File: config.mk
export PLATFORM = sky130hd
export DESIGN_NAME = mem_arbiter
export DESIGN_NICKNAME = d
export VERILOG_FILES = /design/src/logic/rv_lite_pkg.sv /design/src/logic/mem_arbiter.sv
export VERILOG_INCLUDE_DIRS = /design/src /design/src/include
export SDC_FILE = /design/constraint.sdc
export NUM_CORES = 1
export LEC_CHECK = 0
export BUFFER_PORTS_ARGS = -buffer_cell sky130_fd_sc_hd__buf_4
export CAP_MARGIN = 20
export CORE_AREA = 2 2 205 207
export DETAILED_ROUTE_END_ITERATION = 7
export DIE_AREA = 0 0 207 209
export GPL_TIMING_DRIVEN = 0
export SYNTH_ARGS = -nofsm -noshare
export SYNTH_HDL_FRONTEND = slang
export SYNTH_SLANG_ARGS = --single-unit
export TNS_END_PERCENT = 1
File: constraint.sdc
create_clock -name clock -period 3.07 [get_ports clock]
set_clock_uncertainty 0.1 [all_clocks]
set_input_delay 0 -clock clock [delete_from_list [all_inputs] [get_ports clock]]
set_output_delay 0 -clock clock [all_outputs]
set_load 0.02 [all_outputs]
File: src/include/rv_lite_defines.svh
`ifndef RV_LITE_DEFINES_SVH
`define RV_LITE_DEFINES_SVH

`define RV_XLEN       64
`define RV_ADDR_W     64
`define RV_RESET_PC   64'h0

`define RV_OP_IMM     7'b0010011
`define RV_OP_REG     7'b0110011
`define RV_OP_LUI     7'b0110111
`define RV_OP_LOAD    7'b0000011
`define RV_OP_STORE   7'b0100011
`define RV_OP_BRANCH  7'b1100011
`define RV_OP_JAL     7'b1101111
`define RV_OP_TRAP    7'h6b          // custom trap, code in a0

`define RV_F3_ADD_SUB 3'b000
`define RV_F3_XOR     3'b100
`define RV_F3_OR      3'b110
`define RV_F3_AND     3'b111
`define RV_F3_BEQ     3'b000
`define RV_F3_BNE     3'b001
`define RV_F3_D       3'b011         // doubleword ld/sd

`define RV_REG_A0     5'd10

`endif

File: src/logic/rv_lite_pkg.sv
`default_nettype none
`include "rv_lite_defines.svh"

package rv_lite_pkg;

	typedef logic [`RV_XLEN-1:0]   xlen_t;
	typedef logic [`RV_ADDR_W-1:0] addr_t;
	typedef logic [31:0]           inst_t;
	typedef logic [4:0]            reg_idx_t;

	typedef struct packed {
		addr_t pc;
		inst_t inst;
	} fetch_pkt_t;

	typedef struct packed {
		addr_t addr;
		logic  write;
		xlen_t wdata;
	} mem_req_t;

	// one retired instruction
	typedef struct packed {
		logic       valid;
		addr_t      pc;
		inst_t      inst;
		logic       wen;
		reg_idx_t   wdest;
		xlen_t      wdata;
		logic       trap;
		logic [7:0] trap_code;
	} commit_t;

	typedef enum logic [2:0] {
		ALU_ADD,
		ALU_SUB,
		ALU_AND,
		ALU_OR,
		ALU_XOR,
		ALU_PASS_B      // lui
	} alu_op_e;

endpackage

`default_nettype wire

File: src/logic/mem_arbiter.sv
`timescale 1ns/100ps
`default_nettype none

module mem_arbiter (
	input  logic                  clock,
	input  logic                  reset,
	input  logic                  dreq,
	input  logic                  ireq,
	input  rv_lite_pkg::mem_req_t dreq_pkt,
	input  rv_lite_pkg::mem_req_t ireq_pkt,
	output logic                  ddone,
	output logic                  idone,
	output rv_lite_pkg::xlen_t    rdata,
	output logic                  psel,
	output logic                  penable,
	output logic                  pwrite,
	output rv_lite_pkg::addr_t    paddr,
	output rv_lite_pkg::xlen_t    pwdata,
	input  rv_lite_pkg::xlen_t    prdata,
	input  logic                  pready
);
	import rv_lite_pkg::*;

	typedef enum logic [1:0] {A_IDLE, A_SETUP, A_ACCESS} arb_state_e;

	arb_state_e state;
	logic       owner;              // 0 data, 1 fetch
	logic       done_q;
	xlen_t      rdata_q;
	mem_req_t   cur_req;

	assign cur_req = owner ? ireq_pkt : dreq_pkt;

	assign psel    = (state != A_IDLE);
	assign penable = (state == A_ACCESS);
	assign pwrite  = cur_req.write;
	assign paddr   = cur_req.addr;
	assign pwdata  = cur_req.wdata;

	assign ddone = done_q & ~owner;
	assign idone = done_q & owner;
	assign rdata = rdata_q;

	always_ff @(posedge clock) begin
		if (reset) begin
			state  <= A_IDLE;
			owner  <= 1'b0;
			done_q <= 1'b0;
		end else begin
			done_q <= 1'b0;
			case (state)
				A_IDLE: begin
					if (dreq) begin          // data port first
						owner <= 1'b0;
						state <= A_SETUP;
					end else if (ireq) begin
						owner <= 1'b1;
						state <= A_SETUP;
					end
				end
				A_SETUP: state <= A_ACCESS;
				A_ACCESS: begin
					if (pready) begin
						state  <= A_IDLE;
						done_q <= 1'b1;
					end
				end
				default: state <= A_IDLE;
			endcase
		end
	end

	always_ff @(posedge clock) begin
		if (state == A_ACCESS && pready)
			rdata_q <= prdata;
	end

endmodule

`default_nettype wire

### After elaboration in Yosys (flattened, before gate mapping)

Index checks and enable logic that the tools add are counted.

* eq/ne operators: 4
* multiplexer cells: 8
* bitwise logic cells: 4
* reduce and logical (&&, ||, !) cells: 7

Operators by type and width (number)
* 129-bit 2-to-1 mux: 1
* 2-bit 2-to-1 mux: 3
* 2-bit case mux with 3 select lines: 1
* 2-bit AND reduction: 2
* 2-bit nonzero test: 2
* 1-bit 2-to-1 mux: 3
* 3-bit != test, second input constant: 1
* 1-bit bitwise AND: 2
* 2-bit by 1-bit == test with 1-bit output, second input constant: 1
* 2-bit == test, second input constant: 1
* 2-bit logical NOT: 1
* 2-bit by 1-bit != test with 1-bit output, second input constant: 1
* 1-bit NOT: 2
* 2-bit OR reduction: 1
* 1-bit logical AND: 1

* register bits: 68
* input port bits: 327
* output and inout port bits: 197
* logic and storage cells: 27

### Depth between registers and ports, before layout

Gate-level depths: netlist of the first run.

* word-level depth: 3
* gate-level depth with buffers: 5
* gate-level depth less buffers: 3

### Worst setup path after synthesis of the first run

Ideal clock, no wire load.

* path kind: reg2reg
* from: register state[0]
* to: register rdata_q[0], in the netlist rdata[0] (enable)
* setup time: 0.430 ns
* arrival: 1.954 ns
* required time: 2.540 ns
* setup slack: 0.586 ns
* cell stages (with the launch flop): 2
* path buffers: 0
* clock period less this slack: 2.484 ns
* cells stage by stage: dfxtp_1 -> and3b_1

* cells in the longest elaborated chain, start to end: 2

Ends and longest elaborated chain
* start, declared: line mem_arbiter.sv:26 `arb_state_e state;`
* start signal, assigned: line mem_arbiter.sv:46 `state <= A_IDLE;`
* start signal, assigned: line mem_arbiter.sv:55 `state <= A_SETUP;`
* start signal, assigned: line mem_arbiter.sv:58 `state <= A_SETUP;`
* 2-bit == test: line mem_arbiter.sv:74 `if (state == A_ACCESS && pready)`
* 1-bit logical AND: line mem_arbiter.sv:74
* end signal, assigned: line mem_arbiter.sv:75 `rdata_q <= prdata;`
* end, declared: line mem_arbiter.sv:29 `xlen_t rdata_q;`

Every way passes these cells.
A chain may end at the register's enable or synchronous reset.

### Final worst setup path of the first run

* from: register owner
* to: output port paddr[62]

* cells in the longest elaborated chain, start to end: 1

Ends and longest elaborated chain
* start, declared: line mem_arbiter.sv:27 `logic owner;`
* start signal, assigned: line mem_arbiter.sv:47 `owner <= 1'b0;`
* start signal, assigned: line mem_arbiter.sv:54 `owner <= 1'b0;`
* start signal, assigned: line mem_arbiter.sv:57 `owner <= 1'b1;`
* 129-bit 2-to-1 mux: line mem_arbiter.sv:32 `assign cur_req = owner ? ireq_pkt : dreq_pkt;`
* end, declared: line mem_arbiter.sv:17 `output rv_lite_pkg::addr_t paddr,`

Every way passes these cells.

==> impl_metrics.json, run 1 <==
{
  "hold_violations": 0,
  "crit_arrival_ns": 1.81,
  "cts-hold-fix-buffers": 69,
  "hp-class": "in2out",
  "synth_common_cells": "mux2_4, edfxtp_1, mux2_2",
  "layout_min_cycle_time_ns": 1.909,
  "dpl.hpwl_um": 21420,
  "grt_usage_pct": 10.96,
  "yosys-top-cells-area": "edfxtp_1, mux2_4, mux2_2, buf_6, dfxtp_1",
  "clkLatencyLatePin_ns": 0.33,
  "dr.pass1.iters": 4,
  "vdd_drop_max_uv": 337.6,
  "status": "completed",
  "h-tree-depth": 3,
  "synth_most_common_cell": "mux2_4",
  "start_util_pct": 9.645,
  "nFillCells": 4348,
  "drt.antenna.violating_nets": 0,
  "routedWlPerCell_um": 18.46,
  "post_cts_buffers": 0,
  "crit_path_max_fanout": 10,
  "drtIter0Drc": 183,
  "finalPower_w": 0.003692,
  "drt-total-wl_um": 25400,
  "post-route-period-util_pct": 62.18,
  "via_per_inst": 3.252,
  "synth_area_leader_cell": "edfxtp_1",
  "synth_edf_count": 64,
  "core_mm2": 0.04129,
  "tightest_slew_ns": 0.5917,
  "fp.dieW_um": 207,
  "setup.worst_path.start_class": "flop",
  "synth.distinct_cells": 19,
  "synth-seq-cells": 68,
  "nets": 1158,
  "yosysTopAreaCellShare_pct": 48.26,
  "grt_pass1_vias": 4746,
  "crit_required_ns": 2.97,
  "areaGrowthSynthToFinish_pct": 142.2,
  "leakage_nw": 4.471,
  "design.portCount": 524,
  "cp-end-kind": "output port",
  "syn_inst": 227,
  "yosysSeqAreaShare_pct": 50.27,
  "cts_tree": "built",
  "grt-ovfl-total": 0,
  "post_cts_resize_count": 0,
  "finalSetupViolations": 0,
  "synth.avg_cell_area_um2": 17.54,
  "place.gp.congestion": 0.8610,
  "rsz0062_at_grt": "false",
  "setup_tns_ns": 0,
  "ys_warn_count": 0,
  "route.detailed.drc": 0,
  "fp.dieH_um": 209,
  "place_area_mm2": 0.008605,
  "fin_area_mm2": 0.009644,
  "drive_above_1_share_pct": 82.30,
  "cts_buffer_depth": 2,
  "rows": 75,
  "cts_buffers": 9,
  "maxSlewViolCount": 0,
  "cts.sinks": 68,
  "grt_max_degree": 41,
  "dr_total_vias": 4475,
  "grt_pass1_wl_um": 34150,
  "antenna_found_initial": 1,
  "async_reset_ff_share_pct": 0,
  "synth_flop_cell": "edfxtp_1",
  "synth.cell_area_mm2": 0.003983,
  "portBuffers": 523,
  "worstSetupPathType": "reg2out",
  "relSlewSlack_pct": 60.56,
  "fmax_mhz": 523.9,
  "ctsRootBufferMaster": "clkbuf_16",
  "syn-num-nets": 554,
  "path_clk_slew_ns": 0.06,
  "die_area_mm2": 0.04326,
  "powerDensity_mw_per_mm2": 382.8,
  "drv_cap": 0
}
-- flip-flops by register name (all words and copies together), names as in the netlist --
signal,flops
rdata,64
state,2
done_q,1
owner,1
-- per-layer routing --
| layer | track usage (%) | part of all wire [%] | vias to the layer above |
|---|---|---|---|
| met3 | 3.562 | 8.0 | 14 |
| met5 | 0 | 0 | - |
| met2 | 18.92 | 50 | 278 |
| met4 | 2.291 | 1.3 | 0 |
| met1 | 13.28 | 41 | 2099 |
| li1 | - | - | 2084 |
-- logic make-up (layout without fill, tap and decap cells) --
| logic type | count (synthesis) | after routing | synth area share [%] |
|---|---|---|---|
| buf+inv | 17 | 626 | 3.738 |
| simple gates | 11 | 11 | 1.760 |
| other cells | 0 | 1 | 0 |
| compound gates | 2 | 2 | 0.5024 |
| mux | 129 | 129 | 43.73 |
| flops | 68 | 68 | 50.27 |
-- cells in the final DEF, fill, tap and decap left out, drive strengths merged, types with 2 or more instances in the layout --
| cell type | instances |
|---|---|
| mux2 | 129 |
| bufinv | 3 |
| or3b | 2 |
| nor2 | 2 |
| dlygate4sd3 | 69 |
| clkbuf | 9 |
| edfxtp | 64 |
| inv | 4 |
| buf | 539 |
| nor2b | 3 |
| clkinv | 2 |
| dfxtp | 4 |
-- power breakdown --
part           switching, W  total [W]  internal, W
clock              0.000413    0.00121     0.000799
sequential       0.00000968    0.00105      0.00104
combinational      0.000643    0.00143     0.000783
-- worst max-delay path, stage by stage (launching register included) --
cell and delay, ns:
dfxtp_1 0.32, buf_6 0.14, buf_2 0.36, mux2_2 0.44, buf_4 0.19
-- stage by stage --
step	hold WS [ns]	utilization (%)	worst slack [ns]	instances
after floorplan	-0.03375	-	0.5861	227
after global placement	0.07781	20.79	-0.04890	1289
after detailed placement	0.07928	20.84	1.312	1290
after CTS	0.2230	23.35	1.072	1375
after global routing	0.2292	23.36	1.069	1376
final	0.2221	23.36	1.161	1376
-- path summary, 6_finish.rpt --
path | slack [ns] | cells past startpoint | to | startpoint
setup / recovery | 1.16 | 4 | paddr[62] | owner$_SDFFE_PP0P_
hold / removal | 0.22 | 3 | paddr[1] | ireq_pkt[66]
setup reg to reg | 1.22 | 6 | owner$_SDFFE_PP0P_ | owner$_SDFFE_PP0P_
hold reg to reg | 0.56 | 3 | state[0]$_SDFFE_PP0P_ | state[1]$_SDFFE_PP0P_
-- layout make-up --
type | instances | area, µm² | share of cell area, %
antenna | 1 | 2.502 | 0.02595
buffer | 15 | 141.4 | 1.466
clock buffer | 9 | 225.2 | 2.335
clock inverter | 7 | 121.4 | 1.258
inverter | 2 | 7.507 | 0.07784
multi-input combinational | 142 | 1833 | 19.01
sequential | 68 | 2002 | 20.76
tap | 539 | 674.4 | 6.993
timing repair buffer | 593 | 4637 | 48.08
Note: power is estimated with default switching activity, not from simulation.
==> run 2: changes to the inputs <==
==> constraint.sdc (replaced) <==
create_clock -name clock -period 2 [get_ports clock]
set_clock_uncertainty 0.1 [all_clocks]
set_input_delay 0 -clock clock [delete_from_list [all_inputs] [get_ports clock]]
set_output_delay 0 -clock clock [all_outputs]
set_load 0.02 [all_outputs]
==> impl_metrics.json, run 2 (synthesis gave the netlist of run 1 again) <==
{
  "grt_pass1_vias": 4878,
  "routedWlPerCell_um": 18.89,
  "cts_buffers": 9,
  "ctsRootBufferMaster": "clkbuf_16",
  "setup.worst_path.start_class": "flop",
  "post_cts_resize_count": 0,
  "n_antenna_cell": 0,
  "cts.sinks": 68,
  "cts-hold-fix-buffers": 69,
  "finalSetupViolations": 0,
  "fin_area_mm2": 0.009629,
  "rows": 75,
  "cts_tree": "built",
  "via_per_inst": 3.281,
  "utilization_pct": 23.32,
  "maxSlewViolCount": 0,
  "relSlewSlack_pct": 77.81,
  "r2r-start": "owner$_SDFFE_PP0P_",
  "start_util_pct": 9.645,
  "clkLatencyLatePin_ns": 0.33,
  "drive_above_1_share_pct": 82.30,
  "grt_pass1_wl_um": 34930,
  "largest_reg_flops": 64,
  "hold_violations": 0,
  "layout_commonest_cell": "buf_4",
  "drt-total-wl_um": 25980,
  "design.portCount": 524,
  "nets": 1158,
  "drtIter0Drc": 170,
  "cts_buffer_depth": 2,
  "place_area_mm2": 0.008615,
  "dpl.hpwl_um": 21830,
  "final_cell_mix": "buf_4, mux2_4, dlygate4sd3_1, edfxtp_1, mux2_2",
  "portBuffers": 523,
  "crit_start": "owner$_SDFFE_PP0P_",
  "crit_required_ns": 1.90,
  "rsz0062_at_grt": "false",
  "dr.pass1.iters": 4,
  "tightest_slew_ns": 0.3328,
  "drv_cap": 0,
  "core_mm2": 0.04129,
  "vdd_drop_max_uv": 452.7,
  "h-tree-depth": 3,
  "leakage_nw": 4.457,
  "post_cts_buffers": 0,
  "hp-class": "in2out",
  "worstSetupPathType": "reg2out",
  "crit_arrival_ns": 1.75,
  "areaGrowthSynthToFinish_pct": 141.8,
  "hp-start": "ireq_pkt[70]",
  "dr_total_vias": 4511,
  "powerDensity_mw_per_mm2": 578.5,
  "post-route-period-util_pct": 92.41,
  "route.detailed.drc": 0,
  "fp.dieW_um": 207,
  "path_clk_slew_ns": 0.06,
  "cp-end-kind": "output port",
  "fp.dieH_um": 209,
  "status": "completed",
  "crit_path_max_fanout": 10,
  "grt-ovfl-total": 0,
  "die_area_mm2": 0.04326,
  "fmax_mhz": 541.1,
  "grt_max_degree": 55,
  "grt_usage_pct": 11.27,
  "place.gp.congestion": 0.8575,
  "layout_min_cycle_time_ns": 1.848,
  "drt.antenna.violating_nets": 0,
  "antenna_found_initial": 1
}
run 2: worst max-delay path: stages (launching register included):
cell,delay [ns]
dfxtp_1,0.33
buf_6,0.13
buf_2,0.32
mux2_2,0.43
buf_4,0.19
run 2: area by class of cell:
cell class	count	area, µm²
fill	4371	31660
timing repair buffer	593	4644
sequential	68	2002
multi-input combinational	142	1836
tap	539	674.4
clock buffer	9	225.2
buffer	15	141.4
clock inverter	7	98.84
inverter	2	7.507
run 2: metrics by stage:
step | TNS, ns | worst slack (ns) | total power (W) | cells | hold slack (ns)
6_report | 0 | 0.1518 | 0.005570 | 1375 | 0.2237
5_1_grt | 0 | 0.01649 | 0.005779 | 1375 | 0.2298
4_1_cts | 0 | 0.06025 | 0.005664 | 1375 | 0.2240
3_5_place_dp | 0 | 0.4324 | 0.003755 | 1290 | 0.07927
3_3_place_gp | -7.957 | -0.1359 | 0.003745 | 1289 | 0.07775
2_1_floorplan | 0 | 0.2298 | 0.002575 | 227 | -0.03375
run 2: worst paths after layout:
check | slack (ns) | cells after the start | endpoint
min reg2reg | 0.45 | 2 | state[1]$_SDFFE_PP0P_
max reg2reg | 0.16 | 6 | owner$_SDFFE_PP0P_
min | 0.22 | 3 | paddr[5]
max | 0.15 | 4 | pwdata[7]
run 2: metal layers:
layer  up-vias  wire length, µm  GRT usage (%)
met5         -               13              0
met2       274            12980          19.29
met3        10             2249          3.983
met4         2              170          1.700
li1       2081                -              -
met1      2144            10560          13.83
run 2: report_power, final:
| group | leakage (nW) | total, W | internal, W | switching [W] |
|---|---|---|---|---|
| sequential | 0.613 | 0.00162 | 0.00160 | 0.0000150 |
| clock | 0.156 | 0.00176 | 0.00110 | 0.000659 |
| combinational | 3.69 | 0.00220 | 0.00121 | 0.000990 |
