`src/include/rv_lite_defines.svh`:
```
`ifndef RV_LITE_DEFINES_SVH
`define RV_LITE_DEFINES_SVH

`define RV_XLEN       64
`define RV_ADDR_W     64
`define RV_RESET_PC   64'h0

`define RV_OP_IMM     7'b0010011
`define RV_OP_REG     7'b0110011
`define RV_OP_LUI     7'b0110111
`define RV_OP_LOAD    7'b0000011
`define RV_OP_STORE   7'b0100011
`define RV_OP_BRANCH  7'b1100011
`define RV_OP_JAL     7'b1101111
`define RV_OP_TRAP    7'h6b          // custom trap, code in a0

`define RV_F3_ADD_SUB 3'b000
`define RV_F3_XOR     3'b100
`define RV_F3_OR      3'b110
`define RV_F3_AND     3'b111
`define RV_F3_BEQ     3'b000
`define RV_F3_BNE     3'b001
`define RV_F3_D       3'b011         // doubleword ld/sd

`define RV_REG_A0     5'd10

`endif

```
`src/logic/rv_lite_pkg.sv`:
```
`default_nettype none
`include "rv_lite_defines.svh"

package rv_lite_pkg;

	typedef logic [`RV_XLEN-1:0]   xlen_t;
	typedef logic [`RV_ADDR_W-1:0] addr_t;
	typedef logic [31:0]           inst_t;
	typedef logic [4:0]            reg_idx_t;

	typedef struct packed {
		addr_t pc;
		inst_t inst;
	} fetch_pkt_t;

	typedef struct packed {
		addr_t addr;
		logic  write;
		xlen_t wdata;
	} mem_req_t;

	// one retired instruction
	typedef struct packed {
		logic       valid;
		addr_t      pc;
		inst_t      inst;
		logic       wen;
		reg_idx_t   wdest;
		xlen_t      wdata;
		logic       trap;
		logic [7:0] trap_code;
	} commit_t;

	typedef enum logic [2:0] {
		ALU_ADD,
		ALU_SUB,
		ALU_AND,
		ALU_OR,
		ALU_XOR,
		ALU_PASS_B      // lui
	} alu_op_e;

endpackage

`default_nettype wire

```
`src/logic/commit_monitor.sv`:
```
`timescale 1ns/100ps
`default_nettype none

module commit_monitor (
	input  logic                 clock,
	input  logic                 reset,
	input  rv_lite_pkg::commit_t retire,
	output rv_lite_pkg::commit_t commit,
	output logic                 trap_valid,
	output logic [7:0]           trap_code,
	output rv_lite_pkg::xlen_t   cycle_count,
	output rv_lite_pkg::xlen_t   instr_count
);
	import rv_lite_pkg::*;

	always_ff @(posedge clock) begin
		if (reset) begin
			commit      <= '0;
			trap_valid  <= 1'b0;
			trap_code   <= 8'h00;
			cycle_count <= '0;
			instr_count <= '0;
		end else begin
			commit <= retire;            // core is halted after the trap, so valid stays low
			if (!trap_valid) begin
				cycle_count <= cycle_count + 64'd1;
				if (retire.valid)
					instr_count <= instr_count + 64'd1;    // trap counts too
				if (retire.trap) begin
					trap_valid <= 1'b1;
					trap_code  <= retire.trap_code;
				end
			end
		end
	end

endmodule

`default_nettype wire

```
`config.mk`:
```
export PLATFORM = sky130hd
export DESIGN_NAME = commit_monitor
export DESIGN_NICKNAME = d
export VERILOG_FILES = /design/src/logic/rv_lite_pkg.sv /design/src/logic/commit_monitor.sv
export VERILOG_INCLUDE_DIRS = /design/src /design/src/include
export SDC_FILE = /design/constraint.sdc
export NUM_CORES = 1
export LEC_CHECK = 0
export BUFFER_PORTS_ARGS = -buffer_cell sky130_fd_sc_hd__buf_2
export CAP_MARGIN = 20
export CORE_AREA = 2 2 191 193
export DETAILED_ROUTE_END_ITERATION = 8
export DIE_AREA = 0 0 193 195
export GPL_ROUTABILITY_DRIVEN = 0
export PLACE_DENSITY = 0.61
export SETUP_SLACK_MARGIN = 0.05
export SKIP_CTS_REPAIR_TIMING = 1
export SYNTH_ARGS = -nofsm -noshare
export SYNTH_HDL_FRONTEND = slang
export SYNTH_SLANG_ARGS = --single-unit
export TNS_END_PERCENT = 5
```
`constraint.sdc`:
```
create_clock -name clock -period 3.4 [get_ports clock]
set_clock_uncertainty 0.2 [all_clocks]
set_input_delay 0.51 -clock clock [delete_from_list [all_inputs] [get_ports clock]]
set_output_delay 0.51 -clock clock [all_outputs]
set_load 0.02 [all_outputs]
```
Yosys cells after proc, flatten, opt, wreduce, memory -nomap -nowiden --
Cells that the tools add are included.
Word-level totals: output and inout port bits 313, bits in registers 313, word-level logic and storage cells 19, bits of input ports 178
Operators by class: bitwise operators 1, add/subtract/negate cells 2, reductions and logical operators 2, multiplexer cells 2
Operator list (count):
- adder 64 x 1 -> 64 bit (second input constant) | 2
- AND reduction 2 bit | 2
- 2-to-1 mux 1 bit | 2
- inverter 1 bit | 1

Depth between registers and ports, before layout --
Gate-level depths: netlist of the first run.
word-level depth 2, depth in mapped cells 8, mapped depth without buffers 6

Worst setup path before layout of the first run --
OpenSTA, ideal clock, no wires.
path kind flip-flop to flip-flop, start point register instr_count[0], end point register instr_count[54], path buffers 1, arrival 2.208 ns, setup time 0.070 ns, clock period less this slack 2.479 ns, required time 3.130 ns, path slack 0.921 ns, stages on the path, launching flop included 8, path through dfxtp_1 ha_1 nand4b_2 nor3_4 nand4_2 buf_2 or4_1 a21oi_1
On the way: cells in the longest elaborated chain, start to end 1
RTL lines:
- start, declared | line commit_monitor.sv:12 | output rv_lite_pkg::xlen_t instr_count
- start signal, assigned | line commit_monitor.sv:28 | instr_count <= instr_count + 64'd1;
- adder 64 x 1 -> 64 bit | line commit_monitor.sv:28
No other way between the ends. A chain may end at the register's enable or synchronous reset.

Final worst setup path of the first run --
start point register cycle_count[0], end point register cycle_count[62]
On the way: cells in the longest elaborated chain, start to end 1
RTL lines:
- start, declared | line commit_monitor.sv:11 | output rv_lite_pkg::xlen_t cycle_count,
- start signal, assigned | line commit_monitor.sv:26 | cycle_count <= cycle_count + 64'd1;
- adder 64 x 1 -> 64 bit | line commit_monitor.sv:26
No other way between the ends.

==> results of run 1 <==
[cell families (layout without fill, tap and decap cells)]
group                      after synthesis  after routing
AOI/OAI and AO/OA                      125            125
xor gates and xnor gates                59             59
adders and majority gates                2              2
buffers and inverters                   70            679
DFF                                    313            313
muxes                                   12             12
other                                    0              4
and+or+nand+nor                        543            543
[registers in the layout, indices dropped and copies added, names as in the netlist]
name,count
cycle_count,64
trap_valid,1
instr_count,64
commit,176
trap_code,8
[cell type report]
class                      instances  area, µm²
timing repair buffer             605       3608
sequential                       313       6266
clock inverter                    10      96.34
tap                              461      576.8
antenna                            4      10.01
inverter                          18      67.56
clock buffer                      46      988.4
multi-input combinational        741       4536
fill                            3353      19250
[per-layer routing]
layer | wire, µm | part of all wire [%] | vias to the layer above
met5 | 106 | 0.30 | -
met3 | 2997 | 8.4 | 72
met2 | 17250 | 48 | 301
li1 | - | - | 5045
met4 | 975 | 2.7 | 16
met1 | 14470 | 40 | 4766
[synthesized netlist by cell type (2+ instances only)]
cell,count
or4_1,33
nor2b_1,188
mux2i_1,9
o21ai_0,38
o31ai_1,26
and2_1,3
buf_2,4
mux2_2,3
a21oi_1,61
xnor2_1,23
nand4_1,45
dfxtp_1,313
nor4_2,2
inv_1,18
or3_1,35
buf_6,2
nand4_2,5
xor2_1,36
nor4_4,4
buf_1,2
and3_1,6
nand2_1,52
nor4_1,11
and4_1,3
nand3_1,43
nor3_1,17
clkbuf_1,44
nor2_1,85
ha_1,2
[worst paths after layout]
| kind | depth (start not counted) | end | from |
|---|---|---|---|
| worst min-delay path | 2 | commit[70] | retire[70] |
| worst min register to register | 2 | cycle_count[63] | cycle_count[63] |
| worst max register to register | 6 | cycle_count[62] | cycle_count[0] |
| worst max-delay path | 6 | cycle_count[62] | cycle_count[0] |
[power by group through the flow]
stage / sequential [mW] / combinational (mW) / clock, mW
after floorplan: 4.07 / 0.150 / 0
after detailed placement: 3.91 / 0.586 / 0
after global routing: 3.84 / 0.729 / 3.86
final: 3.83 / 0.681 / 3.61
after global placement: 3.91 / 0.583 / 0
after CTS: 3.83 / 0.588 / 3.73
[stage by stage]
step	util (%)	cells	setup slack, ns	hold slack (ns)	instance area [µm²]
floorplan	-	1124	0.9213	0.3511	11080
global placement	39.62	2035	0.6537	0.2639	14020
detailed placement	39.62	2035	0.5378	0.2708	14020
CTS	42.68	2091	0.5155	-0.05823	15110
global route	45.60	2195	0.3032	-0.01232	16140
finish	45.62	2198	0.5687	-0.02034	16150
==> metrics.md, run 1 <==
| Metric | Value |
|---|---|
| Status | finished, violations left |
| Failing checks | hold timing |
| Wire length per cell | 16.28 µm |
| Core Area | 0.03540 mm² |
| Crit-path cells | ha_1 -> nand3_1 -> nor4_4 -> nand3_1 -> or4_1 -> a21oi_1 |
| Unique masters post-synth | 40 |
| Seq/Total Area, Yosys | 56.53% |
| Clock latency on the worst-skew pair | 0.53 ns |
| Maxcap violations | 0 |
| Synth Area in Adders | 0.2258% |
| Post-Syn Area | 0.01108 mm² |
| M2 GR Usage | 29.17% |
| Initial drt markers | 389 |
| Max-slew violation count | 0 |
| Final-stage net count | 1894 |
| Dominant cells by area after synthesis | dfxtp_1, nor2b_1, nor2_1 |
| First-pass GRT wire length | 51930 µm |
| CTS tree | built |
| Startpoint Class | register |
| P_leak | 7.143 nW |
| Final period util | 83.27% |
| Largest family of logic cells by synthesized area | simple AND/OR/NAND/NOR gates |
| Switching share of power | 23.46% |
| Post-Syn Area per Cell | 9.862 µm² |
| Worst-Margin Slew | 0.6287 ns |
| Worst Path Arrival | 3.09 ns |
| Power Internal | 6.218 mW |
| Antenna violations before repair | 11 |
| Logic pwr share | 8.4% |
| CP Capture Type | register |
| Post-DRT Antenna Nets | 0 |
| Met1 global-route usage | 20.53% |
| Layout cell share with drive strength beyond 1 | 33.12% |
| Crit path max-delay family | simple AND/OR/NAND/NOR gates |
| Max rail drop VDD | 505.9 µV |
| Critical path data required time | 3.66 ns |
| Clk pin slew, worst setup/hold paths | 0.05 ns |
| Commonest non-fill, non-tap cell in the layout | buf_2 |
| Top_reg_cell synth | dfxtp_1 |
| EDFF count, synth | 0 |
| Crit-path max cell delay | 0.67 ns |
| Mux contribution to synthesized area | 1.118% |
| NetSw | 1.906 mW |
| DPL Wire Length | 26120 µm |
| H-Tree Depth | 2 |
| Worst slew margin | 57.97% |
| Post-synthesis xor/xnor area fraction | 4.662% |
| Post-synthesis compound-gate area fraction | 6.231% |
| DR pass1 iterations | 4 |
| RSZ-0062 raised after global routing | no |
| DRT Wirelength | 35790 µm |
| Post-synthesis simple-gate area fraction | 28.68% |
| Die Area | 0.03764 mm² |
| Sink Count | 313 |
| Min Clock Period, post-route | 2.831 ns |
| Hold Path Class | in2reg |
| CP Buf/Inv Count | 0 |
| Gr usage total | 17.70% |
| Pwr dens | 503.1 mW/mm² |
| Crit path kind | reg2reg |
| Cts bufs inserted | 35 |
| Dominant cell type by area after synthesis | dfxtp_1 |
| CP max FO | 20 |
| Largest net degree at the start of global routing | 104 |
| Clk buf depth | 3 |
| Drc violations | 0 |
| Via count | 10200 |
| Root Driver | clkbuf_16 |
| Sequential power share | 47.2% |
| Worst hold slack | -0.02034 ns |
| Endpoints failing setup | 0 |
| Initial Utilization | 31.31% |
| Chip Width | 193 µm |
| Most Crowded Layer GR | met2 |
| Crit path top cell by count | nand3_1 |
| Area Overhead vs Synth | 45.69% |
| #FFs+latches synth | 313 |
| Number of global-route vias before repair | 9271 |
| Met3 Track Usage GR | 7.171% |
| Row cnt | 69 |
| Port bufs | 490 |
| Reg2Reg Setup Slack | 0.57 ns |
| Most frequent cells in the layout | buf_2, dfxtp_1, nor2b_1, dlygate4sd3_1, nor2_1 |
| DR vias/cell | 4.641 |
| Final hold violation count | 21 |
| Slowest library cell on the worst path | or4_1 |
| Max Clock Freq | 0.3532 GHz |
| Pwr Total | 8.124 mW |
| Die H | 195 µm |
| Yosys Warn Count | 0 |
| GRT overflow | 0 |
| Synth async-reset ratio | 0% |
| Clock power share | 44.4% |
| Fin Setup TNS | 0 ns |
| Cell count after synthesis | 1124 |
| Synth Net Count | 1304 |
| Post-synth top area share | 56.53% |
| I/O pins | 491 |
Power figures use the tool's default switching activity.
==> run 2, diff against run 1 <==
--- a/config.mk
+++ b/config.mk
@@ -8,11 +8,11 @@
 export LEC_CHECK = 0
 export BUFFER_PORTS_ARGS = -buffer_cell sky130_fd_sc_hd__buf_2
 export CAP_MARGIN = 20
-export CORE_AREA = 2 2 191 193
+export CORE_AREA = 2 2 192 194
 export DETAILED_ROUTE_END_ITERATION = 8
-export DIE_AREA = 0 0 193 195
+export DIE_AREA = 0 0 194 196
 export GPL_ROUTABILITY_DRIVEN = 0
-export PLACE_DENSITY = 0.61
+export PLACE_DENSITY = 0.62
 export SETUP_SLACK_MARGIN = 0.05
 export SKIP_CTS_REPAIR_TIMING = 1
 export SYNTH_ARGS = -nofsm -noshare
==> constraint.sdc (replaced) <==
create_clock -name clock -period 2.3 [get_ports clock]
set_clock_uncertainty 0.2 [all_clocks]
set_input_delay 0.345 -clock clock [delete_from_list [all_inputs] [get_ports clock]]
set_output_delay 0.345 -clock clock [all_outputs]
set_load 0.02 [all_outputs]
==> run 2 against run 1 <==
Against the previous run: the flow now finishes without violations; setup slack got worse by 0.52 ns; power rose by 54%; cell count rose by 8.7%; via count rose by 8.4%; utilization rose by 4.4 points; combinational power rose by 67%; clock-buffer cell count rose by 5; clock power rose by 59%; maximum frequency rose by 26%; critical path type unchanged; largest power group is now the clock network; highest routed layer is now met4.
==> metrics.md, run 2 (synthesized netlist as in run 1, its figures left out) <==
| Metric | Value |
|---|---|
| DRT Wirelength | 39420 µm |
| # fillers | 3255 |
| Worst Path Arrival | 2.51 ns |
| Antenna violations before repair | 0 |
| I/O pins | 491 |
| Sink Count | 313 |
| Die Area | 0.03802 mm² |
| GRT overflow | 0 |
| Max-slew violation count | 0 |
| Pwr dens | 694.7 mW/mm² |
| P_leak | 8.145 nW |
| CP Capture Type | register |
| Fin Setup TNS | 0 ns |
| DPL Wire Length | 26960 µm |
| Chip Width | 194 µm |
| Pwr Total | 12.54 mW |
| Sequential power share | 45.2% |
| Max FFs per register | 176 |
| Switching share of power | 23.75% |
| Crit path kind | reg2reg |
| Endpoints failing setup | 0 |
| CP max FO | 5 |
| Final period util | 98.07% |
| Most frequent cells in the layout | buf_2, dfxtp_1, nor2b_1, dlygate4sd3_1, buf_4 |
| Biggest registers after layout | commit x176, cycle_count x64, instr_count x64 |
| Max Clock Freq | 0.4434 GHz |
| Drc violations | 0 |
| Status | completed |
| Cts bufs inserted | 37 |
| Final cell area excluding filler cells | 0.01806 mm² |
| DR pass1 iterations | 4 |
| Area Overhead vs Synth | 62.90% |
| Final hold violation count | 0 |
| Dpl ws | -0.1042 ns |
| First-pass GRT wire length | 54120 µm |
| Core Area | 0.03608 mm² |
| Layout cell share with drive strength beyond 1 | 38.78% |
| Min Clock Period, post-route | 2.256 ns |
| Top reg by flops | commit |
| Final-stage net count | 2073 |
| Placed inst area | 0.01475 mm² |
| Logic pwr share | 9.1% |
| Clock latency on the worst-skew pair | 0.54 ns |
| Initial drt markers | 488 |
| Worst-Margin Slew | 0.7777 ns |
| Number of global-route vias before repair | 9888 |
| Root Driver | clkbuf_16 |
| Maxcap violations | 0 |
| Port bufs | 490 |
| Startpoint Class | register |
| Cell Count, Final, Fillers Out | 2389 |
| DR vias/cell | 4.627 |
| Max rail drop VDD | 687.5 µV |
| RSZ-0062 raised after global routing | yes |
| CTS tree | built |
| Via count | 11060 |
| Final worst slack | 0.04450 ns |
| Post-DRT Antenna Nets | 0 |
| Hold Path Class | in2reg |
| H-Tree Depth | 2 |
| Power Internal | 9.564 mW |
| NetSw | 2.979 mW |
| Diode count | 0 |
| Clk pin slew, worst setup/hold paths | 0.06 ns |
| Commonest non-fill, non-tap cell in the layout | buf_2 |
| Critical path data required time | 2.56 ns |
| Final Util | 50.04% |
| Row cnt | 70 |
| Multi-input logic area | 0.004710 mm² |
| Gr usage total | 17.83% |
| Clock power share | 45.7% |
| Worst hold slack | 0.1087 ns |
| Wire length per cell | 16.50 µm |
| Largest net degree at the start of global routing | 110 |
| Clk buf depth | 3 |
| Cells after DPL | 2128 |
| Worst slew margin | 48.15% |
| Die H | 196 µm |
| FF+latch area | 0.006307 mm² |
| Initial Utilization | 30.72% |
[run 2: cell count changes in the layout (fill, tap and decap cells not counted), sizes merged]
cell and delta:
clkinv +6, clkbuf +5, buf +104, diode -4, dlygate4sd3 +73
[run 2: power groups by stage]
stage                     combinational [mW]  sequential [mW]  clock, mW
after floorplan                        0.222             6.02          0
after global placement                 0.875             5.78          0
after detailed placement               0.882             5.78          0
after CTS                              0.884             5.67       5.85
after global routing                    1.21             5.69       6.08
final                                   1.14             5.67       5.73
[run 2: per-layer routing]
metal,vias to the layer above,track usage (%),wire length [µm]
li1,5401,-,-
met1,5231,22.39,16610
met2,362,29.43,19540
met3,61,5.673,2475
met4,0,5.022,789
met5,-,0,0
[run 2: area by class of cell]
cell class | count | area share, %
Tap cell | 468 | 3.243
Clock buffer | 51 | 5.980
Timing Repair Buffer | 782 | 28.71
Sequential cell | 313 | 34.93
Multi-Input combinational cell | 741 | 26.08
Clock inverter | 16 | 0.6791
Inverter | 18 | 0.3742
[run 2: worst max-delay path: stages, from the launching register on]
cell     delay (ns)
dfxtp_4        0.34
nand4_1        0.13
buf_4          0.18
nor4_4         0.32
nand3_2        0.20
buf_6          0.19
or4_4          0.48
a21oi_2        0.13
[run 2: path summary, 6_finish.rpt]
kind	from	cells past startpoint	endpoint	slack, ns
worst max-delay path	cycle_count[18]	7	cycle_count[60]	0.04
worst min-delay path	retire[175]	4	instr_count[1]	0.11
worst max register to register	cycle_count[18]	7	cycle_count[60]	0.04
worst min register to register	instr_count[1]	2	instr_count[1]	0.29
