==> src/include/rv_lite_defines.svh <==
`ifndef RV_LITE_DEFINES_SVH
`define RV_LITE_DEFINES_SVH

`define RV_XLEN       64
`define RV_ADDR_W     64
`define RV_RESET_PC   64'h0

`define RV_OP_IMM     7'b0010011
`define RV_OP_REG     7'b0110011
`define RV_OP_LUI     7'b0110111
`define RV_OP_LOAD    7'b0000011
`define RV_OP_STORE   7'b0100011
`define RV_OP_BRANCH  7'b1100011
`define RV_OP_JAL     7'b1101111
`define RV_OP_TRAP    7'h6b          // custom trap, code in a0

`define RV_F3_ADD_SUB 3'b000
`define RV_F3_XOR     3'b100
`define RV_F3_OR      3'b110
`define RV_F3_AND     3'b111
`define RV_F3_BEQ     3'b000
`define RV_F3_BNE     3'b001
`define RV_F3_D       3'b011         // doubleword ld/sd

`define RV_REG_A0     5'd10

`endif

==> src/logic/rv_lite_pkg.sv <==
`default_nettype none
`include "rv_lite_defines.svh"

package rv_lite_pkg;

	typedef logic [`RV_XLEN-1:0]   xlen_t;
	typedef logic [`RV_ADDR_W-1:0] addr_t;
	typedef logic [31:0]           inst_t;
	typedef logic [4:0]            reg_idx_t;

	typedef struct packed {
		addr_t pc;
		inst_t inst;
	} fetch_pkt_t;

	typedef struct packed {
		addr_t addr;
		logic  write;
		xlen_t wdata;
	} mem_req_t;

	// one retired instruction
	typedef struct packed {
		logic       valid;
		addr_t      pc;
		inst_t      inst;
		logic       wen;
		reg_idx_t   wdest;
		xlen_t      wdata;
		logic       trap;
		logic [7:0] trap_code;
	} commit_t;

	typedef enum logic [2:0] {
		ALU_ADD,
		ALU_SUB,
		ALU_AND,
		ALU_OR,
		ALU_XOR,
		ALU_PASS_B      // lui
	} alu_op_e;

endpackage

`default_nettype wire

==> src/logic/fetch_unit.sv <==
`timescale 1ns/100ps
`default_nettype none
`include "rv_lite_defines.svh"

module fetch_unit (
	input  logic                    clock,
	input  logic                    reset,
	input  logic                    redirect,
	input  rv_lite_pkg::addr_t      redirect_pc,
	output logic                    fetch_valid,
	input  logic                    fetch_ready,
	output rv_lite_pkg::fetch_pkt_t fetch_pkt,
	output logic                    ireq,
	output rv_lite_pkg::mem_req_t   ireq_pkt,
	input  logic                    idone,
	input  rv_lite_pkg::xlen_t      irdata
);
	import rv_lite_pkg::*;

	addr_t      pc;                 // next pc to fetch
	addr_t      req_pc;             // pc of the fetch in flight
	logic       busy;
	logic       discard;
	logic       buf_valid;
	fetch_pkt_t buf_pkt;
	logic       drain;
	logic       start;
	logic       fill;

	assign drain = buf_valid & fetch_ready;
	assign start = ~busy & ~redirect & (~buf_valid | drain);
	assign fill  = idone & ~discard & ~redirect;

	assign ireq           = busy & ~idone;
	assign ireq_pkt.addr  = {req_pc[63:3], 3'b000};    // whole doubleword
	assign ireq_pkt.write = 1'b0;
	assign ireq_pkt.wdata = '0;

	assign fetch_valid = buf_valid;
	assign fetch_pkt   = buf_pkt;

	always_ff @(posedge clock) begin
		if (reset) begin
			pc        <= `RV_RESET_PC;
			busy      <= 1'b0;
			discard   <= 1'b0;
			buf_valid <= 1'b0;
		end else begin
			if (start)
				busy <= 1'b1;
			else if (idone)
				busy <= 1'b0;
			if (redirect) begin
				pc        <= redirect_pc;
				buf_valid <= 1'b0;
				discard   <= busy & ~idone;   // drop the stale fetch when it lands
			end else begin
				if (idone)
					discard <= 1'b0;
				if (fill) begin
					pc        <= req_pc + 64'd4;
					buf_valid <= 1'b1;
				end else if (drain)
					buf_valid <= 1'b0;
			end
		end
	end

	always_ff @(posedge clock) begin
		if (start)
			req_pc <= pc;
		if (fill) begin
			buf_pkt.pc   <= req_pc;
			buf_pkt.inst <= req_pc[2] ? irdata[63:32] : irdata[31:0];
		end
	end

endmodule

`default_nettype wire

==> config.mk <==
export PLATFORM = sky130hd
export DESIGN_NAME = fetch_unit
export DESIGN_NICKNAME = d
export VERILOG_FILES = /design/src/logic/rv_lite_pkg.sv /design/src/logic/fetch_unit.sv
export VERILOG_INCLUDE_DIRS = /design/src /design/src/include
export SDC_FILE = /design/constraint.sdc
export NUM_CORES = 1
export LEC_CHECK = 0
export BUFFER_PORTS_ARGS = -buffer_cell sky130_fd_sc_hd__buf_4
export CORE_ASPECT_RATIO = 0.8
export CORE_MARGIN = 3
export CORE_UTILIZATION = 54
export DETAILED_ROUTE_END_ITERATION = 8
export HOLD_SLACK_MARGIN = 0.1
export PLACE_DENSITY = 0.85
export SLEW_MARGIN = 20
export SYNTH_ARGS = -nofsm -noshare
export SYNTH_HDL_FRONTEND = slang
export SYNTH_SLANG_ARGS = --single-unit
==> constraint.sdc <==
create_clock -name clock -period 16.58 [get_ports clock]
set_clock_uncertainty 0.05 [all_clocks]
set_input_delay 1.658 -clock clock [delete_from_list [all_inputs] [get_ports clock]]
set_output_delay 1.658 -clock clock [all_outputs]
set_load 0.005 [all_outputs]
# Word level (Yosys, flattened, before mapping)
# Cells that the tools add are included.
# Widths: inputs -> output; s select.
word_totals:
  register_bits: 227
  out_inout_bits: 227
  elab_cells: 33
op_classes:
  add_sub_neg: 1
  n_mux: 8
  bitwise_logic: 12
  reduce_logical: 5
ops:
  columns: ["op", "count"]
  rows:
  - ["$mux 64", 2]
  - ["$add 64x3->64 const B", 1]
  - ["$mux 32", 1]
  - ["$reduce_bool 2->1", 4]
  - ["$and 1x1->1", 6]
  - ["$mux 1", 5]
  - ["$not 1->1", 5]
  - ["$reduce_or 2->1", 1]
  - ["$or 1x1->1", 1]

# Depth between registers and ports, before layout
# Gate-level depths: netlist (run 1).
logic_depth:
  ltp_word: 5
  mapped_depth: 8
  ltp_nobuf: 7

# Least setup slack after synthesis (run 1)
# No wires, ideal clock.
synth_path:
  kind: "input-to-reg"
  from: "input redirect"
  to: "register busy"
  arrival_time_ns: 7.084
  slack_ns: 9.369
  stages: 4
  path_cell_list: "clkbuf_1 > buf_1 > nor3_1 > o21ba_2"
synth_between:
  elab_chain_cells: 4
  elab_cells_between_ends: 5
  classes_between: "1 x mux; 3 x bitwise; 1 x reduce/logical"
synth_rtl:
  columns: ["item", "line", "text"]
  rows:
  - ["start: declaration", "fetch_unit.sv:8", "input logic redirect,"]
  - ["$not 1->1 *", "fetch_unit.sv:31", "assign start = ~busy & ~redirect & (~buf_valid | drain);"]
  - ["$and 1x1->1 * (2 in series)", "fetch_unit.sv:31", null]
  - ["via start", "fetch_unit.sv:27", "logic start;"]
  - ["$mux 1 / $reduce_bool 2->1 (equally long branches)", null, null]
  - ["end signal: assignment", "fetch_unit.sv:45", "busy <= 1'b0;"]
  - ["end signal: assignment", "fetch_unit.sv:50", "busy <= 1'b1;"]
  - ["end signal: assignment", "fetch_unit.sv:52", "busy <= 1'b0;"]
  - ["end: declaration", "fetch_unit.sv:22", "logic busy;"]
# The timed path passes the listed nets; every way through them passes the cells marked *.
# A chain may end at the register's enable or synchronous reset.

# Final worst setup path (run 1)
layout_path:
  from: "input idone"
  to: "output ireq"
layout_between:
  elab_chain_cells: 2
layout_rtl:
  columns: ["item", "line", "text"]
  rows:
  - ["start: declaration", "fetch_unit.sv:15", "input logic idone,"]
  - ["$not 1->1", "fetch_unit.sv:34", "assign ireq = busy & ~idone;"]
  - ["$and 1x1->1", "fetch_unit.sv:34", null]
  - ["end: declaration", "fetch_unit.sv:13", "output logic ireq,"]
# No other way between the ends.

==> results of run 1 <==
[synth_stat cells (all sizes together), types with 9 or more instances]
cell and count:
inv 15, nand2 40, nor2 63, o22ai 30
and3 46, edfxtp 160, buf 141, clkbuf 32
xnor2 45, xor2 9, mux2 32, dfxtp 67
nor4 18, nand3 23, nand4 17, a21oi 56
nor3 18
[final cells by class]
class / instances / area share
clock buffers: 34 / 0.05009
inverters: 15 / 0.004428
flip-flops and latches: 227 / 0.4834
repair buffers: 299 / 0.1765
multi-input cells: 527 / 0.2547
well taps: 253 / 0.02490
clock inverters: 6 / 0.006003
[worst paths after layout]
path / slack (ps) / from / to / cells after the start
hold / removal: 370 / pc[56]$_SDFFE_PP0P_ / req_pc[56]$_DFFE_PP_ / 0
hold reg to reg: 370 / pc[56]$_SDFFE_PP0P_ / req_pc[56]$_DFFE_PP_ / 0
setup reg to reg: 13090 / req_pc[2]$_DFFE_PP_ / pc[54]$_SDFFE_PP0P_ / 8
setup / recovery: 12780 / idone / ireq / 3
[metrics by stage]
stage | setup WS (ps) | total power, mW
4_1_cts | 12780 | 1.330
2_1_floorplan | 9369 | 0.7789
3_3_place_gp | 12540 | 0.8306
5_1_grt | 12720 | 1.368
6_report | 12780 | 1.323
3_5_place_dp | 12500 | 0.8363
[flip-flops by register name (all words and copies together) (netlist names)]
name,count
fetch_pkt,96
pc,64
req_pc,64
busy,1
discard,1
fetch_valid,1
[critical path, delay by kind of cell]
family	cells	cell delay, ps
buffers and inverters	2	270
AND/OR/NAND/NOR	1	160
[placed cells by master (no fill, tap or decap), types with 4 or more instances in the layout]
cell	Yosys	final
nor4_2	4	4
nor4_1	11	11
dfxtp_1	67	67
conb_1	1	68
inv_1	15	15
o32ai_1	7	7
a221oi_1	4	4
a21oi_1	56	56
a211oi_1	5	5
nand4_1	17	17
xor2_1	9	9
buf_4	129	299
nor3_1	18	17
clkbuf_16	0	23
nand3_1	21	21
o21ai_0	7	7
nand2_1	40	40
xnor2_1	45	45
nor2_1	63	62
or3_1	5	5
o22ai_1	30	30
and3_1	45	45
clkbuf_1	32	9
mux2_2	32	32
edfxtp_1	160	160
[power by group]
group | total (mW) | switching [mW] | internal [mW]
combinational | 0.143 | 0.0681 | 0.0748
sequential | 0.683 | 0.0310 | 0.652
clock | 0.497 | 0.202 | 0.295
[per-layer routing]
layer	part of all wire	vias to the layer above
li1	-	3409
met1	0.41	3488
met2	0.47	392
met3	0.097	47
met4	0.023	0
met5	0	-
[logic make-up (layout without fill, tap and decap cells)]
logic type | Yosys count | in the layout | share of synthesized area
fa+ha+maj | 1 | 1 | 0.001212
xor+xnor | 54 | 54 | 0.04584
flops | 227 | 227 | 0.5956
simple gates | 248 | 248 | 0.1305
compound gates | 123 | 123 | 0.07348
mux | 33 | 33 | 0.03589
buf+inv | 188 | 354 | 0.1171
other cells | 1 | 68 | 0.0003634
==> impl_metrics.ini, run 1 <==
[outcome]
outcome = complete, no violations

[critical_path]
worstSetupPathType = in -> out
cpMostUsedCell = buf_4
end_kind = output port
critPathRequiredTime_ps = 14870
arrival_ps = 2090
crit_path_top_delay_cell = nor2b_1
crit_fanout = 4
path_cells = buf_4, nor2b_1, buf_4
cpPeakStageDelay_ps = 160
critPathLaunchType = primary input

[logic_synthesis]
synth_edf_count = 160
synth_top_area_cell = edfxtp_1
syn_inst = 875
syn_avg_cell_area_sq_um = 11.79
ys_warn_count = 0
synth_top_area_frac = 0.4656
netlist_area_sq_um = 10320
synth_ff_type = edfxtp_1
ys_seq_area_frac = 0.5956
synth_area_leaders = edfxtp_1 (47%), dfxtp_1 (13%), buf_4 (9.4%)
ys_types = 53
synth-seq-cells = 227
async_reset_ff_frac = 0

[clock_tree]
clock-sinks = 227
numCtsBuffers = 22
cts_tree = built
clock_path_buffers = 3
cts_setup_buffers = 0
cts_hold_buf = 0
htreeDepth = 1
clk_pin_slew_ps = 60
cts_resized = 0
insertion_delay_ps = 500
root_buffer = clkbuf_16

[global_route]
grtUsageMet3 = 0.04858
overflow = 0
use_met2 = 0.3898
grt_pass1_vias = 7089
antenna_found_initial = 0
grtUsageTotal = 0.2423
gr-usage-met1 = 0.3417
grt_start_max_net_pins = 84
grt_pass1_wl_microns = 40010
top_usage_layer = met2

[timing]
maxSlewHeadroom = 0.3602
hold-worst-slack_ps = 373.6
worst_slew_pin_slew_ps = 959.7
final.setup.tns_ps = 0
finalHoldViolCount = 0
rsz0062_at_grt = false
max_freq_ghz = 0.2633
setup_viol = 0
period_share = 0.2291
drv_slew = 0
fin_crit_ps = 3798

[floorplanning]
rows = 44
core_area_sq_um = 18440
die_area_sq_um = 20810
die_x_microns = 160.6
ios = 360
die_y_microns = 129.6
start_util = 0.5595

[hold_path]
hp-class = reg -> reg

[final_layout]
area_delta_synth_final_pct = 23.22
ff_latch_area_sq_um = 6146
multi_input_area_sq_um = 3238
n_fill_cell = 1344
final_cells = 1361
drive_gt1_frac = 0.3439
diodes = 0
finalInstanceArea_sq_um = 12710
fin_nets = 1226
utilization = 0.6894

[route]
wl_microns = 26410
vias = 7336
vias_per_cell = 5.390
drc = 0
wl_per_cell_microns = 19.41
drtAntennaViolNets = 0
first_pass_iters = 5
drt-initial-drc-count = 623

[flow_run]
max_cap_viol_count = 0

[power]
ir_worst_vdd_mv = 0.07473
power_density_nw_per_um2 = 104.0
p_leak_nw = 5.156

[place]
dp_hpwl_microns = 18340
numPortBuffers = 291
placed_area_sq_um = 12000
place.gp.congestion = 0.8897
dp_cells = 1321
No activity file was read; power rests on OpenSTA's default activity.
==> inputs of run 2 (changes only) <==
- ABC_AREA: default -> 1
- CORE_UTILIZATION: 54 -> 46
- PLACE_DENSITY: 0.85 -> 0.76
- clock period: 16.58 -> 3.1 ns (I/O delays scaled with it)
==> run 2 against run 1 <==
  * Synthesized cell count up 40%
  * Clock power grew to 6.1 times the previous value
  * Sequential power rose to 5.4 times the previous value
  * Critical path depth up 5
  * Synthesized area up 8.1%
  * Power grew to 5.8 times the previous value
  * Routed wire length grew 33%
  * Register-to-register slack worse by 12000 ps
  * Flip-flop and latch count did not move
  * Design area is 17% higher
  * Largest power group unchanged
==> impl_metrics.ini, run 2 <==
[place]
dp_cells = 1743
numPortBuffers = 291
place_ws_ps = 760.4
placed_area_sq_um = 13060
place.gp.congestion = 0.9545
dp_hpwl_microns = 25060

[route]
met3_length_microns = 3372
wirelength_met1_microns = 14210
wl_microns = 35010
drt-initial-drc-count = 850
first_pass_iters = 5
wl_per_cell_microns = 18.52
vias_per_cell = 5.109
vias = 9661
highest_layer = met4
drtAntennaViolNets = 0
wl_met2_microns = 16630
drc = 0

[floorplanning]
start_util = 0.4728
die_area_sq_um = 26160
ios = 360
die_x_microns = 180.1
core_area_sq_um = 23590
die_y_microns = 145.3
rows = 50

[logic_synthesis]
ys_seq_area_frac = 0.5512
async_reset_ff_frac = 0
netlist_area_sq_um = 11150
synth_top_area_cell = edfxtp_1
synth_top_area_frac = 0.4309
syn_inst = 1222
synth_area_leaders = edfxtp_1 (43%), nand2_1 (12%), dfxtp_1 (12%)
synth-seq-cells = 227
synth_ff_type = edfxtp_1
synth_edf_count = 160
syn_avg_cell_area_sq_um = 9.125
synth_most_common_cell = nand2_1
ys_types = 40
synth_common_cells = nand2_1 (362), edfxtp_1 (160), nor2_1 (135)
ys_warn_count = 0

[final_layout]
final_cell_mix = nand2_1 (362), buf_4 (300), edfxtp_1 (160), nor2_1 (134), dlygate4sd3_1 (104)
n_fill_cell = 1929
fin_nets = 1695
largest_register_ffs = 96
mostFrequentLayoutCell = nand2_1
finalInstanceArea_sq_um = 14940
drive_gt1_frac = 0.2495
final_cells = 1891
area_delta_synth_final_pct = 33.94
utilization = 0.6333
diodes = 0

[timing]
max_freq_ghz = 0.4216
finalHoldViolCount = 0
period_share = 0.7651
setup_ws_ps = 728.1
setup_viol = 0
fin_crit_ps = 2372
maxSlewHeadroom = 0.4102
rsz0062_at_grt = false
final.setup.tns_ps = 0
drv_slew = 0
worst_slew_pin_slew_ps = 883.6
hold-worst-slack_ps = 112.1

[hold_path]
hold_depth = 4
whs_endpoint = pc[42]$_SDFFE_PP0P_
holdCritStartpoint = redirect_pc[42]
hp-class = in -> reg

[critical_path]
worst_r2r_path_depth = 7
cpMostUsedCell = nand2_1
path_cells = dlygate4sd3_1, buf_4, nand2_1, nand2_1, clkinv_2, a22o_1, a21oi_1, nor2_1
worstSetupPathType = in -> reg
arrival_ps = 2700
path_depth = 8
critical-path-top-delay-family = buffers and inverters
critPathRequiredTime_ps = 3430
crit_fanout = 61
critPathLaunchType = primary input
critPathBufInv = 3
cpPeakStageDelay_ps = 730
r2r-end = pc[41]$_SDFFE_PP0P_
r2r_start = discard$_SDFFE_PP0P_
crit_path_top_delay_cell = clkinv_2
end_kind = flop
r2r_slack_ps = 820

[global_route]
grt_start_max_net_pins = 66
grt_pass1_wl_microns = 54500
antenna_found_initial = 0
grt_pass1_vias = 9568
grtUsageTotal = 0.2596
overflow = 0

[clock_tree]
cts_resized = 0
insertion_delay_ps = 520
numCtsBuffers = 24
clock-sinks = 227
clock_path_buffers = 3
clk_pin_slew_ps = 70
htreeDepth = 1
root_buffer = clkbuf_16
cts_tree = built

[outcome]
outcome = complete, no violations

[power]
p_leak_nw = 6.297
total_power_mw = 7.682
power_density_nw_per_um2 = 514.4
ir_worst_vdd_mv = 0.3768

[flow_run]
max_cap_viol_count = 0
-- run 2: report_power, final --
part           total, mW  internal [mW]  switching [mW]
clock               3.04           1.84            1.19
sequential          3.67           3.48           0.183
combinational      0.980          0.506           0.473
total               7.68           5.83            1.85
-- run 2: metal layers --
layer  vias up  track usage
met5         -            0
met4         0      0.06137
met3        50      0.05940
met2       522       0.4321
met1      4581       0.3476
li1       4508            -
-- run 2: how the worst max path moves through the flow --
stage | startpoint | end
5_1_grt | idone | pc[41]$_SDFFE_PP0P_
3_5_place_dp | idone | pc[15]$_SDFFE_PP0P_
4_1_cts | idone | pc[15]$_SDFFE_PP0P_
3_3_place_gp | idone | pc[13]$_SDFFE_PP0P_
6_report | idone | pc[41]$_SDFFE_PP0P_
2_1_floorplan | redirect | req_pc[0]$_DFFE_PP_
-- run 2: cell families (layout without fill, tap and decap cells) --
logic type	after synthesis	count (layout)	synth area share
buf+inv	239	529	0.1261
compound gates	112	112	0.06373
fa+ha+maj	1	1	0.001122
other cells	1	68	0.0003363
xor+xnor	31	31	0.02435
flops	227	227	0.5512
simple gates	611	611	0.2332
-- run 2: worst register-to-register path: stages (launching register included) --
cell and delay (ps):
dfxtp_1 310, inv_1 50, nand2_1 130, nand2_1 220, clkinv_2 730, a22o_1 460, a21oi_1 140, nor2_1 60
-- run 2: what timing repair did --
action,CTS,global route
endpoints found under the hold margin,73,0
buffers inserted,0,0
hold buffers,104,0
-- run 2: area by class of cell --
cell class                      instances  area (sq um)  area share
Clock buffer                           33         665.6     0.04457
Clock inverter                         11         168.9     0.01131
Inverter                               75         282.8     0.01893
Multi-Input combinational cell        823          3869      0.2590
Sequential cell                       227          6146      0.4115
Tap cell                              312         390.4     0.02614
Timing Repair Buffer                  410          3413      0.2285
==> inputs of run 3 (changes only) <==
- CORE_UTILIZATION: 46 -> 51
- PLACE_DENSITY: 0.76 -> 0.8
- clock period: 3.1 -> 2.3 ns (I/O delays scaled with it)
==> run 3 against run 2 <==
  * Non-clock buffer count up 43
  * Via count increased by 2.6%
  * Highest routed layer unchanged
  * Critical path depth stayed put
  * Final cell count did not move
  * Largest power group unchanged
==> impl_metrics.ini, run 3 (same netlist as run 2, synthesis figures left out) <==
[outcome]
outcome = complete, no violations

[place]
place.gp.congestion = 0.9718
dp_hpwl_microns = 26440
dp_cells = 1710
numPortBuffers = 291
placed_area_sq_um = 13040

[clock_tree]
root_buffer = clkbuf_16
cts_tree = built
clock_path_buffers = 3
clk_pin_slew_ps = 60
clock-sinks = 227
insertion_delay_ps = 530
htreeDepth = 1
numCtsBuffers = 24

[power]
p_comb_frac = 0.142
p_clk_frac = 0.369
p_leak_nw = 6.461
ir_worst_vdd_mv = 0.5366
power.internal_mw = 7.495
power_density_nw_per_um2 = 665.2
p_sw_frac = 0.2568
pwr-share-seq = 0.489
total_power_mw = 10.08
switching_power_mw = 2.589

[route]
wl_met2_microns = 17970
vias_per_cell = 5.243
first_pass_iters = 5
drt-initial-drc-count = 875
met3_length_microns = 3870
wl_microns = 37650
drtAntennaViolNets = 0
wirelength_met1_microns = 14780
highest_layer = met4
vias = 9914
wl_per_cell_microns = 19.91
drc = 0

[final_layout]
final_cell_mix = nand2_1 (362), buf_4 (318), edfxtp_1 (160), nor2_1 (131), dlygate4sd3_1 (131)
n_fill_cell = 1547
final_cells = 1891
mostFrequentLayoutCell = nand2_1
drive_gt1_frac = 0.2571
multi_input_area_sq_um = 3879
largest_register_ffs = 96
ff_latch_area_sq_um = 6146
area_delta_synth_final_pct = 35.95
diodes = 0
finalInstanceArea_sq_um = 15160
fin_nets = 1738
utilization = 0.7201

[critical_path]
critPathLaunchType = flop
end_kind = flop
crit_fanout = 5
worstSetupPathType = reg -> reg
critPathRequiredTime_ps = 2720
arrival_ps = 2630

[floorplanning]
die_x_microns = 171.3
start_util = 0.5297
rows = 47
ios = 360
die_y_microns = 138.3
die_area_sq_um = 23690
core_area_sq_um = 21050

[timing]
worst_slew_pin_slew_ps = 664.3
period_share = 0.9603
max_freq_ghz = 0.4528
finalHoldViolCount = 0
drv_slew = 0
setup_viol = 0
fin_crit_ps = 2209
maxSlewHeadroom = 0.5571
rsz0062_at_grt = true
final.setup.tns_ps = 0

[flow_run]
max_cap_viol_count = 0

[global_route]
grt_start_max_net_pins = 93
grtUsageTotal = 0.3041
antenna_found_initial = 0
overflow = 0
grt_pass1_wl_microns = 55520
grt_pass1_vias = 9617

[hold_path]
hp-class = in -> reg
run 3: changes by cell type in the layout (fill, tap and decap cells not counted), sizes merged:
cell / before / now
bufinv: 4 / 0
clkinvlp: 3 / 2
clkinv: 4 / 9
dlygate4sd3: 104 / 131
buf: 306 / 322
clkbuf: 33 / 32
inv: 75 / 76
run 3: worst paths after layout:
kind | startpoint | end | slack (ps) | cells after the start
setup / recovery | req_pc[3]$_DFFE_PP_ | pc[14]$_SDFFE_PP0P_ | 90 | 8
hold / removal | redirect_pc[56] | pc[56]$_SDFFE_PP0P_ | 120 | 4
setup reg to reg | req_pc[3]$_DFFE_PP_ | pc[14]$_SDFFE_PP0P_ | 90 | 8
hold reg to reg | pc[55]$_SDFFE_PP0P_ | req_pc[55]$_DFFE_PP_ | 380 | 0
run 3: worst max-delay path: stages (launching register included):
cell and delay (ps):
edfxtp_1 440, ha_2 260, nand3_2 120, inv_2 120, nand3_2 120, xnor2_1 260
nand2_1 90, a31oi_1 140, dlygate4sd3_1 560
run 3: final cells by class:
cell class | count | share of cell area
Sequential cell | 227 | 0.4054
Multi-Input combinational cell | 823 | 0.2559
Timing Repair Buffer | 453 | 0.2487
Clock buffer | 32 | 0.04432
Tap cell | 269 | 0.02220
Inverter | 75 | 0.01857
Clock inverter | 12 | 0.004952
run 3: routing by layer:
layer,up-vias,GRT usage
met4,0,0.08002
met1,4676,0.4012
met2,573,0.5086
li1,4598,-
met3,67,0.07049
met5,-,0
run 3: what timing repair did:
action	CTS	global route
gates resized for setup	0	5
hold endpoints to repair	95	0
hold buffers	131	0
setup buffers	0	6
endpoints found under the setup margin	0	6
run 3: power by group through the flow:
stage / clock [mW] / sequential (mW) / combinational, mW
6_report: 3.73 / 4.93 / 1.43
5_1_grt: 3.92 / 4.95 / 1.54
4_1_cts: 3.75 / 4.92 / 1.38
3_5_place_dp: 0 / 5.01 / 1.16
3_3_place_gp: 0 / 5.00 / 1.15
2_1_floorplan: 0 / 4.93 / 0.700
run 3: metrics by stage:
stage | setup WS, ps | hold WS, ps
floorplan | -265.0 | 269.4
global route | -22.18 | 151.5
finish | 91.30 | 124.0
CTS | 46.55 | 107.3
global placement | 79.44 | 360.1
detailed placement | 59.96 | 361.6
